$ cat src/texture_pkg.sv
`default_nettype none

package texture_pkg;

  localparam int pix_w = 8;
  localparam int bin_addr_w = 9;
  localparam int num_bins = 1 << bin_addr_w;
  localparam int count_w = 16;

  // field widths of the bin address.
  localparam int ci_w = 1;
  localparam int ni_w = 4;
  localparam int rd_w = 4;

  // ci sits in the top bit, rd in the low nibble.
  typedef struct packed {
    logic [ci_w-1:0] ci;
    logic [ni_w-1:0] ni;  // neighbors at or above the center.
    logic [rd_w-1:0] rd;  // neighbors far from the center.
  } feat_t;

  // the extractor fills fields, the memory side indexes the flat word.
  typedef union packed {
    feat_t                 fields;
    logic [bin_addr_w-1:0] addr;
  } bin_addr_u;

endpackage

`default_nettype wire
$ cat src/histogram_readout.sv
`timescale 1ns/100ps
`default_nettype none

module histogram_readout (
  input  logic                                clk,
  input  logic                                rst_n,
  input  logic                                frame_start_i,
  input  logic                                read_en_i,
  input  logic                                frame_done_i,
  output logic                                rd_req_o,
  output logic [texture_pkg::bin_addr_w-1:0]  rd_addr_o,
  input  logic [texture_pkg::count_w-1:0]     rd_data_i,
  output logic [texture_pkg::count_w-1:0]     hist_count_o,
  output logic [texture_pkg::bin_addr_w-1:0]  hist_bin_o,
  output logic                                hist_valid_o,
  output logic                                read_finish_o
);
  import texture_pkg::*;

  localparam logic [bin_addr_w-1:0] last_bin = bin_addr_w'(num_bins - 1);

  logic [bin_addr_w-1:0] addr_q;
  logic                  walk_done;  // set after bin 511, held until next start.

  assign rd_req_o  = read_en_i & frame_done_i & ~walk_done;
  assign rd_addr_o = addr_q;

  always_ff @(posedge clk) begin
    if (!rst_n || frame_start_i) begin
      addr_q        <= '0;
      walk_done     <= 1'b0;
      hist_valid_o  <= 1'b0;
      read_finish_o <= 1'b0;
    end else begin
      hist_valid_o  <= rd_req_o;
      read_finish_o <= hist_valid_o && (hist_bin_o == last_bin);
      if (rd_req_o) begin
        addr_q <= addr_q + 1'b1;  // wraps back to bin 0.
        if (addr_q == last_bin) walk_done <= 1'b1;
      end
    end
  end

  // bin label lines up with the count returned a cycle later.
  always_ff @(posedge clk) begin
    if (rd_req_o) hist_bin_o <= addr_q;
  end

  assign hist_count_o = rd_data_i;

endmodule

`default_nettype wire

$ cat config.mk
export PLATFORM = sky130hd
export DESIGN_NAME = histogram_readout
export DESIGN_NICKNAME = d
export VERILOG_FILES = /design/src/texture_pkg.sv /design/src/histogram_readout.sv
export SDC_FILE = /design/constraint.sdc
export NUM_CORES = 1
export LEC_CHECK = 0
export BUFFER_PORTS_ARGS = -buffer_cell sky130_fd_sc_hd__clkbuf_2
export CAP_MARGIN = 20
export CELL_PAD_IN_SITES_DETAIL_PLACEMENT = 2
export CELL_PAD_IN_SITES_GLOBAL_PLACEMENT = 2
export CORE_ASPECT_RATIO = 0.5
export CORE_MARGIN = 5
export CORE_UTILIZATION = 23
export CTS_BUF_LIST = sky130_fd_sc_hd__clkbuf_16
export DETAILED_ROUTE_END_ITERATION = 12
export PLACE_DENSITY = 0.84
export SETUP_SLACK_MARGIN = 0.5
export SYNTH_ARGS = -nofsm -noshare
export SYNTH_HDL_FRONTEND = slang
export SYNTH_SLANG_ARGS = --single-unit
export TNS_END_PERCENT = 10
$ cat constraint.sdc
create_clock -name clk -period 1.7 [get_ports clk]
set_input_delay 0.425 -clock clk [delete_from_list [all_inputs] [get_ports clk]]
set_output_delay 0.425 -clock clk [all_outputs]
set_load 0.01 [all_outputs]
==> metrics.yaml <==
outcome:
  status: "finished clean"
grt:
  grt_usage: 0.116
  grt_pass1_wl_mm: 4.79
  grt_max_degree: 13
  grt_pass1_vias: 829
  antenna_found_initial: 0
  gr-total-overflow: 0
clock_network:
  cts_tree: "done"
  cts_inserted_buffers: 3
  hold_buffers: 0
  htreeDepth: 1
  clock-sinks: 21
  clkTransAtPathRegs_ns: 0.06
  clk_latency_ns: 0.26
  clockBufferDepth: 2
  cts-root-buf: "clkbuf_16"
logic_synthesis:
  syn-num-nets: 110
  syn-cell-area_um2: 955
  synthFlopType: "dfxtp_1"
  syn_inst: 87
  ys_async_sr_fraction: 0
  yosys_warnings: 0
  synth-edff-count: 9
  avgSynthCellArea_um2: 11.0
  seq_area_frac_synth: 0.535
  ys_ff_latch: 21
  yosysUniqueCellTypes: 25
sta:
  clock_skew_ns: 0.00739
  fin_hold_ws_ns: 0.475
  hold_violations: 0
  tightest_slew_ns: 0.285
  max_freq_ghz: 0.719
  slew_headroom: 0.808
  tns_ns: 0
  rsz0062_at_grt: "yes"
  finalSetupViolCount: 0
  period_needed_ns: 1.39
  fin_ws_ns: 0.309
  slew_viol_final: 0
  min_period_over_period: 0.818
worst_setup_path:
  path_class: "flop to flop"
  r2r_setup_slack_ns: 0.31
  worstSetupStartpointType: "flop"
  worstSetupEndpoint: "rd_addr_o[5]"
  rr_startpoint: "walk_done"
  ff2ff_path_depth: 4
  crit_fanout: 5
  r2r-end: "rd_addr_o[5]"
  crit_start: "walk_done"
  endpoint_kind: "flop"
  required_ns: 1.89
  arrival_ns: 1.59
detailed_routing:
  postRouteAntennaNets: 0
  drc: 0
  wl_mm: 3.02
  drt-initial-drc-count: 12
  vias_per_cell: 4.51
  wl_per_cell_um: 18.5
  vias: 735
  first_pass_iters: 4
finish:
  utilization: 0.320
  layout.nets: 133
  areaGrowthSynthToFinish_pct: 32.4
  nFillCells: 417
  n_antenna_cell: 0
  layout_common_cells: "clkbuf_2 (24), buf_4 (10), edfxtp_1 (9)"
  mostFrequentLayoutCell: "clkbuf_2"
  drive_above_1_share: 0.560
die:
  num_rows: 16
  pin_count: 58
  die-width_um: 101
  die-area_mm2: 0.00562
  die_y_um: 55.6
  core_area_mm2: 0.00394
  start_util: 0.242
min_path:
  hold_path.class: "flop to flop"
placement:
  io_buffers: 25
  gp_congestion: 0.689
  preCtsSetupSlack_ns: 0.164
  hpwl_mm: 1.72
pwr:
  total_power_mw: 1.11
  power-per-cell-area_mw_per_mm2: 876
  vdd_drop_max_mv: 0.329
  p_leak_nw: 0.489
flow_run:
  cap_viol_max_count: 0
logic make-up (layout without fill, tap and decap cells):
logic type	after synthesis	after routing	synth area share
flops	21	21	0.535
compound gates	15	15	0.0957
xor+xnor	1	1	0.00918
buf+inv	21	43	0.157
simple gates	27	27	0.177
fa+ha+maj	2	2	0.0262
state kept, by name, indices dropped and copies added (netlist names):
signal and flops:
hist_valid_o 1, read_finish_o 1, walk_done 1, hist_bin_o 9, rd_addr_o 9
routing by layer:
layer / wire [um] / vias up / GRT usage
met5: 0 / - / 0
met4: 67 / 0 / 0.0663
li1: - / 341 / -
met3: 184 / 10 / 0.0415
met2: 1540 / 19 / 0.189
met1: 1230 / 365 / 0.130
synthesized netlist by cell type, drive strengths merged, types with 2 or more instances:
cell type / instances / area [um2]
buf: 18 / 139
dfxtp: 12 / 240
edfxtp: 9 / 270
a21oi: 7 / 35.0
nand2: 6 / 22.5
nand3: 4 / 25.0
nor2: 4 / 15.0
o31ai: 4 / 30.0
or4: 4 / 30.0
inv: 3 / 11.3
nand4: 3 / 25.0
ha: 2 / 25.0
nor3: 2 / 10.0
o21a: 2 / 15.0
critical path, stage by stage, from the launching register on:
cell and delay, ns:
dfxtp_2 0.32, nand3b_4 0.20, buf_6 0.15, or4_4 0.53, a21oi_2 0.13
power by group:
group          total, mW  leakage, nW  internal [mW]  switching (mW)
clock              0.509       0.0409          0.317           0.192
sequential         0.531        0.190          0.525         0.00690
combinational     0.0660        0.258         0.0290          0.0370
total               1.11        0.489          0.870           0.236
worst min-delay path by stage:
stage,from,end,slack (ns),cells past startpoint
CTS,frame_start_i,rd_addr_o[3],0.46,3
floorplan,walk_done,walk_done,0.44,2
global placement,walk_done,walk_done,0.46,2
finish,walk_done,walk_done,0.48,2
detailed placement,walk_done,walk_done,0.47,2
global route,frame_start_i,rd_addr_o[3],0.50,3
through the flow:
stage                     instances  area (um2)
after detailed placement        149        1040
after floorplan                  87         982
after global placement          149        1040
after global routing            163        1260
after CTS                       163        1240
final                           163        1260
cell type report:
cell class | instances | area (um2) | area share
tap | 54 | 67.6 | 0.0535
timing repair buffer | 36 | 221 | 0.175
inverter | 3 | 16.3 | 0.0129
multi-input combinational | 45 | 343 | 0.271
clock inverter | 1 | 5.00 | 0.00396
clock buffer | 3 | 75.1 | 0.0594
sequential | 21 | 536 | 0.424
timing repair:
| action | in CTS | in global routing |
|---|---|---|
| setup buffers | 10 | 0 |
| pin swaps | 4 | 3 |
| gates resized for setup | 12 | 8 |
| cloned | 0 | 0 |
| setup endpoints to repair | 34 | 39 |
Note: power is estimated with default switching activity, not from simulation.
