### src/texture_pkg.sv
`default_nettype none

package texture_pkg;

  localparam int pix_w = 8;
  localparam int bin_addr_w = 9;
  localparam int num_bins = 1 << bin_addr_w;
  localparam int count_w = 16;

  // field widths of the bin address.
  localparam int ci_w = 1;
  localparam int ni_w = 4;
  localparam int rd_w = 4;

  // ci sits in the top bit, rd in the low nibble.
  typedef struct packed {
    logic [ci_w-1:0] ci;
    logic [ni_w-1:0] ni;  // neighbors at or above the center.
    logic [rd_w-1:0] rd;  // neighbors far from the center.
  } feat_t;

  // the extractor fills fields, the memory side indexes the flat word.
  typedef union packed {
    feat_t                 fields;
    logic [bin_addr_w-1:0] addr;
  } bin_addr_u;

endpackage

`default_nettype wire
### src/texture_feature_extractor.sv
`timescale 1ns/100ps
`default_nettype none

module texture_feature_extractor #(
  parameter int ROWS      = 16,
  parameter int COLS      = 16,
  parameter int RD_THRESH = 8
) (
  input  logic                           clk,
  input  logic                           rst_n,
  input  logic                           frame_start_i,
  input  logic [texture_pkg::pix_w-1:0]  pixel_i,
  input  logic                           pixel_valid_i,
  output texture_pkg::bin_addr_u         feat_o,
  output logic                           feat_valid_o,
  output logic                           frame_last_o
);
  import texture_pkg::*;

  localparam int row_w = $clog2(ROWS);
  localparam int col_w = $clog2(COLS);
  localparam int sum_w = pix_w + 4;  // nine pixels plus the x9 center.

  logic [row_w-1:0] row_q;
  logic [col_w-1:0] col_q;
  logic             take;
  logic             interior;
  logic             last_pix;

  logic [pix_w-1:0] lb0 [COLS];  // previous row.
  logic [pix_w-1:0] lb1 [COLS];  // two rows back.

  // two registered columns; the third is the one arriving now.
  logic [pix_w-1:0] win [3][2];
  logic [pix_w-1:0] new_col [3];
  logic [pix_w-1:0] w [3][3];

  logic [sum_w-1:0] win_sum;
  logic [sum_w-1:0] center_x9;
  logic [ni_w-1:0]  ni_cnt;
  logic [rd_w-1:0]  rd_cnt;

  assign take = pixel_valid_i & ~frame_start_i;

  // the incoming pixel completes the window centered one row up, one column left.
  assign interior = (row_q >= row_w'(2)) && (col_q >= col_w'(2));
  assign last_pix = (row_q == row_w'(ROWS - 1)) && (col_q == col_w'(COLS - 1));

  assign new_col[0] = lb1[col_q];
  assign new_col[1] = lb0[col_q];
  assign new_col[2] = pixel_i;

  always_comb begin
    for (int r = 0; r < 3; r++) begin
      w[r][0] = win[r][0];
      w[r][1] = win[r][1];
      w[r][2] = new_col[r];
    end
  end

  always_ff @(posedge clk) begin
    if (!rst_n || frame_start_i) begin
      row_q <= '0;
      col_q <= '0;
    end else if (take) begin
      if (col_q == col_w'(COLS - 1)) begin
        col_q <= '0;
        row_q <= (row_q == row_w'(ROWS - 1)) ? '0 : row_q + 1'b1;
      end else begin
        col_q <= col_q + 1'b1;
      end
    end
  end

  always_ff @(posedge clk) begin
    if (take) begin
      lb1[col_q] <= lb0[col_q];
      lb0[col_q] <= pixel_i;
      for (int r = 0; r < 3; r++) begin
        win[r][0] <= win[r][1];
        win[r][1] <= new_col[r];
      end
    end
  end

  always_comb begin
    logic [pix_w-1:0] diff;
    win_sum   = '0;
    ni_cnt    = '0;
    rd_cnt    = '0;
    diff      = '0;
    center_x9 = (sum_w'(w[1][1]) << 3) + sum_w'(w[1][1]);
    for (int i = 0; i < 3; i++) begin
      for (int j = 0; j < 3; j++) begin
        win_sum = win_sum + sum_w'(w[i][j]);
        if (!(i == 1 && j == 1)) begin
          diff = (w[i][j] >= w[1][1]) ? w[i][j] - w[1][1] : w[1][1] - w[i][j];
          if (w[i][j] >= w[1][1]) ni_cnt = ni_cnt + 1'b1;
          if (diff > RD_THRESH) rd_cnt = rd_cnt + 1'b1;
        end
      end
    end
  end

  always_ff @(posedge clk) begin
    if (!rst_n || frame_start_i) begin
      feat_valid_o <= 1'b0;
      frame_last_o <= 1'b0;
    end else begin
      feat_valid_o <= take & interior;
      frame_last_o <= take & last_pix;
    end
  end

  always_ff @(posedge clk) begin
    if (take) begin
      feat_o.fields.ci <= (center_x9 >= win_sum);
      feat_o.fields.ni <= ni_cnt;
      feat_o.fields.rd <= rd_cnt;
    end
  end

endmodule

`default_nettype wire

### config.mk
export PLATFORM = sky130hd
export DESIGN_NAME = texture_feature_extractor
export DESIGN_NICKNAME = d
export VERILOG_FILES = /design/src/texture_pkg.sv /design/src/texture_feature_extractor.sv
export SDC_FILE = /design/constraint.sdc
export NUM_CORES = 1
export LEC_CHECK = 0
export ABC_AREA = 1
export BUFFER_PORTS_ARGS = -buffer_cell sky130_fd_sc_hd__buf_2
export CORE_MARGIN = 2
export CORE_UTILIZATION = 65
export CTS_CLUSTER_SIZE = 8
export DETAILED_ROUTE_END_ITERATION = 8
export PLACE_DENSITY = 0.82
export SLEW_MARGIN = 20
export SYNTH_ARGS = -nofsm -noshare
export SYNTH_HDL_FRONTEND = slang
export SYNTH_SLANG_ARGS = --single-unit
### constraint.sdc
create_clock -name clk -period 7.5 [get_ports clk]
set_input_delay 0.375 -clock clk [delete_from_list [all_inputs] [get_ports clk]]
set_output_delay 0.375 -clock clk [all_outputs]
set_load 0.005 [all_outputs]
==> results.md <==
- Type of the worst setup path: flop to flop
- Switching Power: a little over 2 mW
- Max-slew headroom at the worst pin: around 31%
- Routed vias/inst: between 5 and 6
- Cell-by-cell trace of the critical path: buf_4 -> a21oi_1 -> o21ai_0 -> o211ai_1 -> nand3_1 -> nand2_1 -> inv_1 -> fa_1 -> fa_1 -> fa_1 -> fa_1 -> inv_1 -> ha_1 -> nand3_1 -> and2_1 -> o21ai_0 -> a21oi_1 -> nor2_1 -> nor2_1 -> xor2_1 -> ha_1 -> a21oi_1 -> a21oi_1 -> a211o_1
- Worst setup EP type: flop
- Delay of the slowest cell on the worst path: about 0.60 ns
- Quantity of gates resized following cts: 0
- Final weighted congestion of routability-driven global placement: roughly 0.90
- Final Net Count: approximately 2.4k
- Power per Cell Area: 265 mW/mm^2
- Clock buffer count from CTS: 46
- Startpoint type of the worst setup path: flop
- Number of optimization iterations in the first detailed-route pass: 5
- Die Ht: roughly 180 um
- DRC: 0
- Number of antenna cells inserted: 0
- Std-Cell Core Area: between 0.03 and 0.04 mm^2
- Post-synthesis cell type with the largest combined area: sky130_fd_sc_hd__edfxtp_1
- Synth Warn #: 0
- Clock-pin slew on the worst setup and hold paths: ~0.05 ns
- Drt initial violations: between 1k and 1.5k
- Number of nets with antenna violations after routing: 0
- Via count: about 16k
- Die Outline Area: 0.0335 mm^2
- Final clock skew: approximately 0.016 ns
- Most area-consuming cells after synthesis: sky130_fd_sc_hd__edfxtp_1 45%, sky130_fd_sc_hd__ha_1 10%, sky130_fd_sc_hd__nand2_1 6.9%, sky130_fd_sc_hd__inv_1 5.9%, sky130_fd_sc_hd__fa_1 5.3%
- Mapped Area: between 0.02 and 0.025 mm^2
- Fmax: ~0.15 GHz
- Global-route wire length before repair: around 84,000 um
- Htree depth: 2
- Final number of max-transition violations: 0
- Pin count of the biggest net entering global routing: a little over 80
- Number of buffers inserted by post-CTS setup repair: 0
- Total of flip-flops plus latches after synthesis: between 300 and 400
- Crit path max-delay family: adder cells
- Clk network pwr share: between 30 and 40%
- Avg Inst Size Synth: roughly 9.8 um^2
- Net Count, Synth: 2,359
- Final min period: approximately 6.5 ns
- Vias in the first global route: 15.6k
- Top Ports: 23
- Internal: roughly 4.0 mW
- Reported leakage power: a little under 10 nW
- Hold Buf Count CTS: 0
- Arrival time worst endpoint: 6.76 ns
- Overall global routing resource usage: between 30% and 40%
- Share of post-route cells with drive strength above 1: ~9%
- Number of max-capacitance violations reported: 0
- Antenna violations before repair: 0
- Initial core utilization: between 60% and 70%
- Detailed placement HPWL: 37,000 um
- Status: complete, no violations
- Yosys cell types: 56
- Share of the synthesized area in the top cell type: between 40 and 50%
- Crit path buffers/inverters: 3
- Routed wirelength normalized by instance count: about 21 um
- Final-layout setup total negative slack: 0 ns
- Data required time of the critical path: 7.81 ns
- Final count of negative-setup-slack endpoints: 0
- Worst vdd ir: around 0.29 mV
- Worst-path fanout max: 64
- Unrepaired setup endpoints after global routing: no
- Congestion Overflow GR: 0
- Share of synthesized area occupied by flip-flops and latches: 46.5%
- # port buffers: 22
- Die X-Extent: around 180 um
- Final Power: 6.07 mW
- Wirelength, routed: 53,700 um
- Clock Root Buffer: sky130_fd_sc_hd__clkbuf_16
- Cell count after synthesis: 2,123
- Proportion of power drawn by flip-flops and latches: between 30 and 40%
- Classification of the worst-slack hold path: input port to flop
- Clock Latency Late Sink: between 0.5 and 0.6 ns
- Clock tree buffer depth: 3
- TritonCTS clock tree: done
- Final-layout worst hold slack: 0.168 ns
- Proportion of power drawn by combinational gates: between 30% and 40%
- Sw frac: 33.4%
- Area growth syn-to-layout: 9.89%
- Least-Margin Pin Slew: 1.04 ns
- Crit-path slowest cell: sky130_fd_sc_hd__fa_1
- Clock tree sinks: 327
- Number of failing hold endpoints at the final stage: 0
- Std cell rows: 65
- Crit share post-route: a little under nine tenths
[metal layers]
| metal | share of wire [%] | vias to the layer above | global-route usage [%] |
|---|---|---|---|
| li1 | - | 7289 | - |
| met1 | 37 | 7389 | 40.5 |
| met2 | 50 | 736 | 57.7 |
| met3 | 8.4 | 179 | 5.06 |
| met4 | 4.5 | 0 | 14.9 |
| met5 | 0 | - | 0 |
[placed cells by master (no fill, tap or decap), types with 7 or more instances in the layout]
| cell | count |
|---|---|
| sky130_fd_sc_hd__nand2_1 | 380 |
| sky130_fd_sc_hd__nor2_1 | 80 |
| sky130_fd_sc_hd__o21bai_1 | 17 |
| sky130_fd_sc_hd__nor2_2 | 8 |
| sky130_fd_sc_hd__nand4_1 | 17 |
| sky130_fd_sc_hd__a21oi_1 | 157 |
| sky130_fd_sc_hd__inv_1 | 329 |
| sky130_fd_sc_hd__nor3_1 | 7 |
| sky130_fd_sc_hd__buf_4 | 47 |
| sky130_fd_sc_hd__buf_2 | 22 |
| sky130_fd_sc_hd__dfxtp_1 | 11 |
| sky130_fd_sc_hd__o21ai_0 | 114 |
| sky130_fd_sc_hd__nand3_1 | 93 |
| sky130_fd_sc_hd__clkbuf_1 | 13 |
| sky130_fd_sc_hd__nand2_2 | 27 |
| sky130_fd_sc_hd__nand3_2 | 8 |
| sky130_fd_sc_hd__fa_1 | 55 |
| sky130_fd_sc_hd__edfxtp_1 | 313 |
| sky130_fd_sc_hd__ha_1 | 169 |
| sky130_fd_sc_hd__xor2_1 | 57 |
| sky130_fd_sc_hd__mux2i_1 | 66 |
| sky130_fd_sc_hd__clkbuf_16 | 47 |
| sky130_fd_sc_hd__o211ai_1 | 67 |
| sky130_fd_sc_hd__inv_2 | 10 |
| sky130_fd_sc_hd__xnor2_1 | 12 |
[cell families (layout without fill, tap and decap cells)]
group                    after synthesis  count (layout)  synth area share (%)
buffers and inverters                399             474                  7.37
adder cells (fa/ha/maj)              224             224                  15.4
flip-flops                           327             327                  46.5
multiplexers                          66              66                  3.17
AO/OA/AOI/OAI                        394             394                  11.1
XOR/XNOR                              70              70                  2.98
AND/OR/NAND/NOR                      643             643                  13.4
[Yosys cell counts, drive strengths merged]
| library cell | instances |
|---|---|
| nor4 | 3 |
| nor2 | 90 |
| o221ai | 4 |
| o211ai | 67 |
| clkinv | 2 |
| o21ai | 120 |
| o41ai | 1 |
| nor3b | 2 |
| a31oi | 1 |
| edfxtp | 313 |
| a21oi | 161 |
| and3 | 1 |
| a31o | 1 |
| buf | 20 |
| o31ai | 1 |
| a211oi | 3 |
| o21bai | 19 |
| a221oi | 3 |
| nand3b | 3 |
| or2 | 8 |
| nor3 | 8 |
| dfxtp | 14 |
| nand4 | 17 |
| fa | 55 |
| clkbuf | 38 |
| mux2i | 66 |
| xor2 | 58 |
| nand3 | 101 |
| ha | 169 |
| inv | 339 |
| o21a | 6 |
| xnor2 | 12 |
| nand2 | 409 |
| and2 | 1 |
| a211o | 1 |
| a21o | 6 |
[state kept, by name, indices dropped and copies added (netlist names), named ones only]
register,count
lb1,128
win,48
frame_last_o,1
row_q,4
col_q,4
feat_valid_o,1
lb0,128
feat_o,9
[worst reg2reg max path, delay by kind of cell (launching register included)]
family / cells / cell delay [ns]
AOI/OAI and AO/OA: 8 / 1.27
DFF: 1 / 0.33
xor gates and xnor gates: 1 / 0.14
and+or+nand+nor: 6 / 0.89
adders and majority gates: 6 / 2.66
buffers and inverters: 3 / 0.92
[final timing paths]
kind                               startpoint      endpoint  slack (ns)  depth (start not counted)
worst min-delay path            pixel_valid_i  feat_valid_o        0.17                          3
worst min register to register       row_q[0]      row_q[0]        0.51                          2
worst max register to register           flop     feat_o[8]        1.04                         24
worst max-delay path                     flop     feat_o[8]        1.04                         24
[stage by stage]
step	worst slack (ns)	instance area [um^2]	std cells	util (%)
finish	1.04	22900	2600	72.5
global route	0.611	22900	2600	72.5
floorplan	1.12	20800	2123	-
CTS	1.09	22900	2600	72.5
global placement	1.26	21600	2538	68.4
detailed placement	1.11	21600	2538	68.4
[area by class of cell]
| cell class | count | area (um^2) |
|---|---|---|
| Clock buffer | 60 | 1220 |
| Clock inverter | 2 | 60.1 |
| Fill cell | 2173 | 8680 |
| Inverter | 341 | 1280 |
| Multi-Input combinational cell | 1397 | 9620 |
| Sequential cell | 327 | 9690 |
| Tap cell | 402 | 503 |
| Timing Repair Buffer | 71 | 503 |
[power groups by stage]
stage          sequential [mW]  combinational (mW)  clock (mW)
2_1_floorplan             2.13                1.62           0
3_3_place_gp              2.13                2.01           0
3_5_place_dp              2.14                2.08           0
4_1_cts                   2.10                2.10        1.88
5_1_grt                   2.10                2.44        1.95
6_report                  2.10                2.10        1.87
Power figures use the tool's default switching activity.
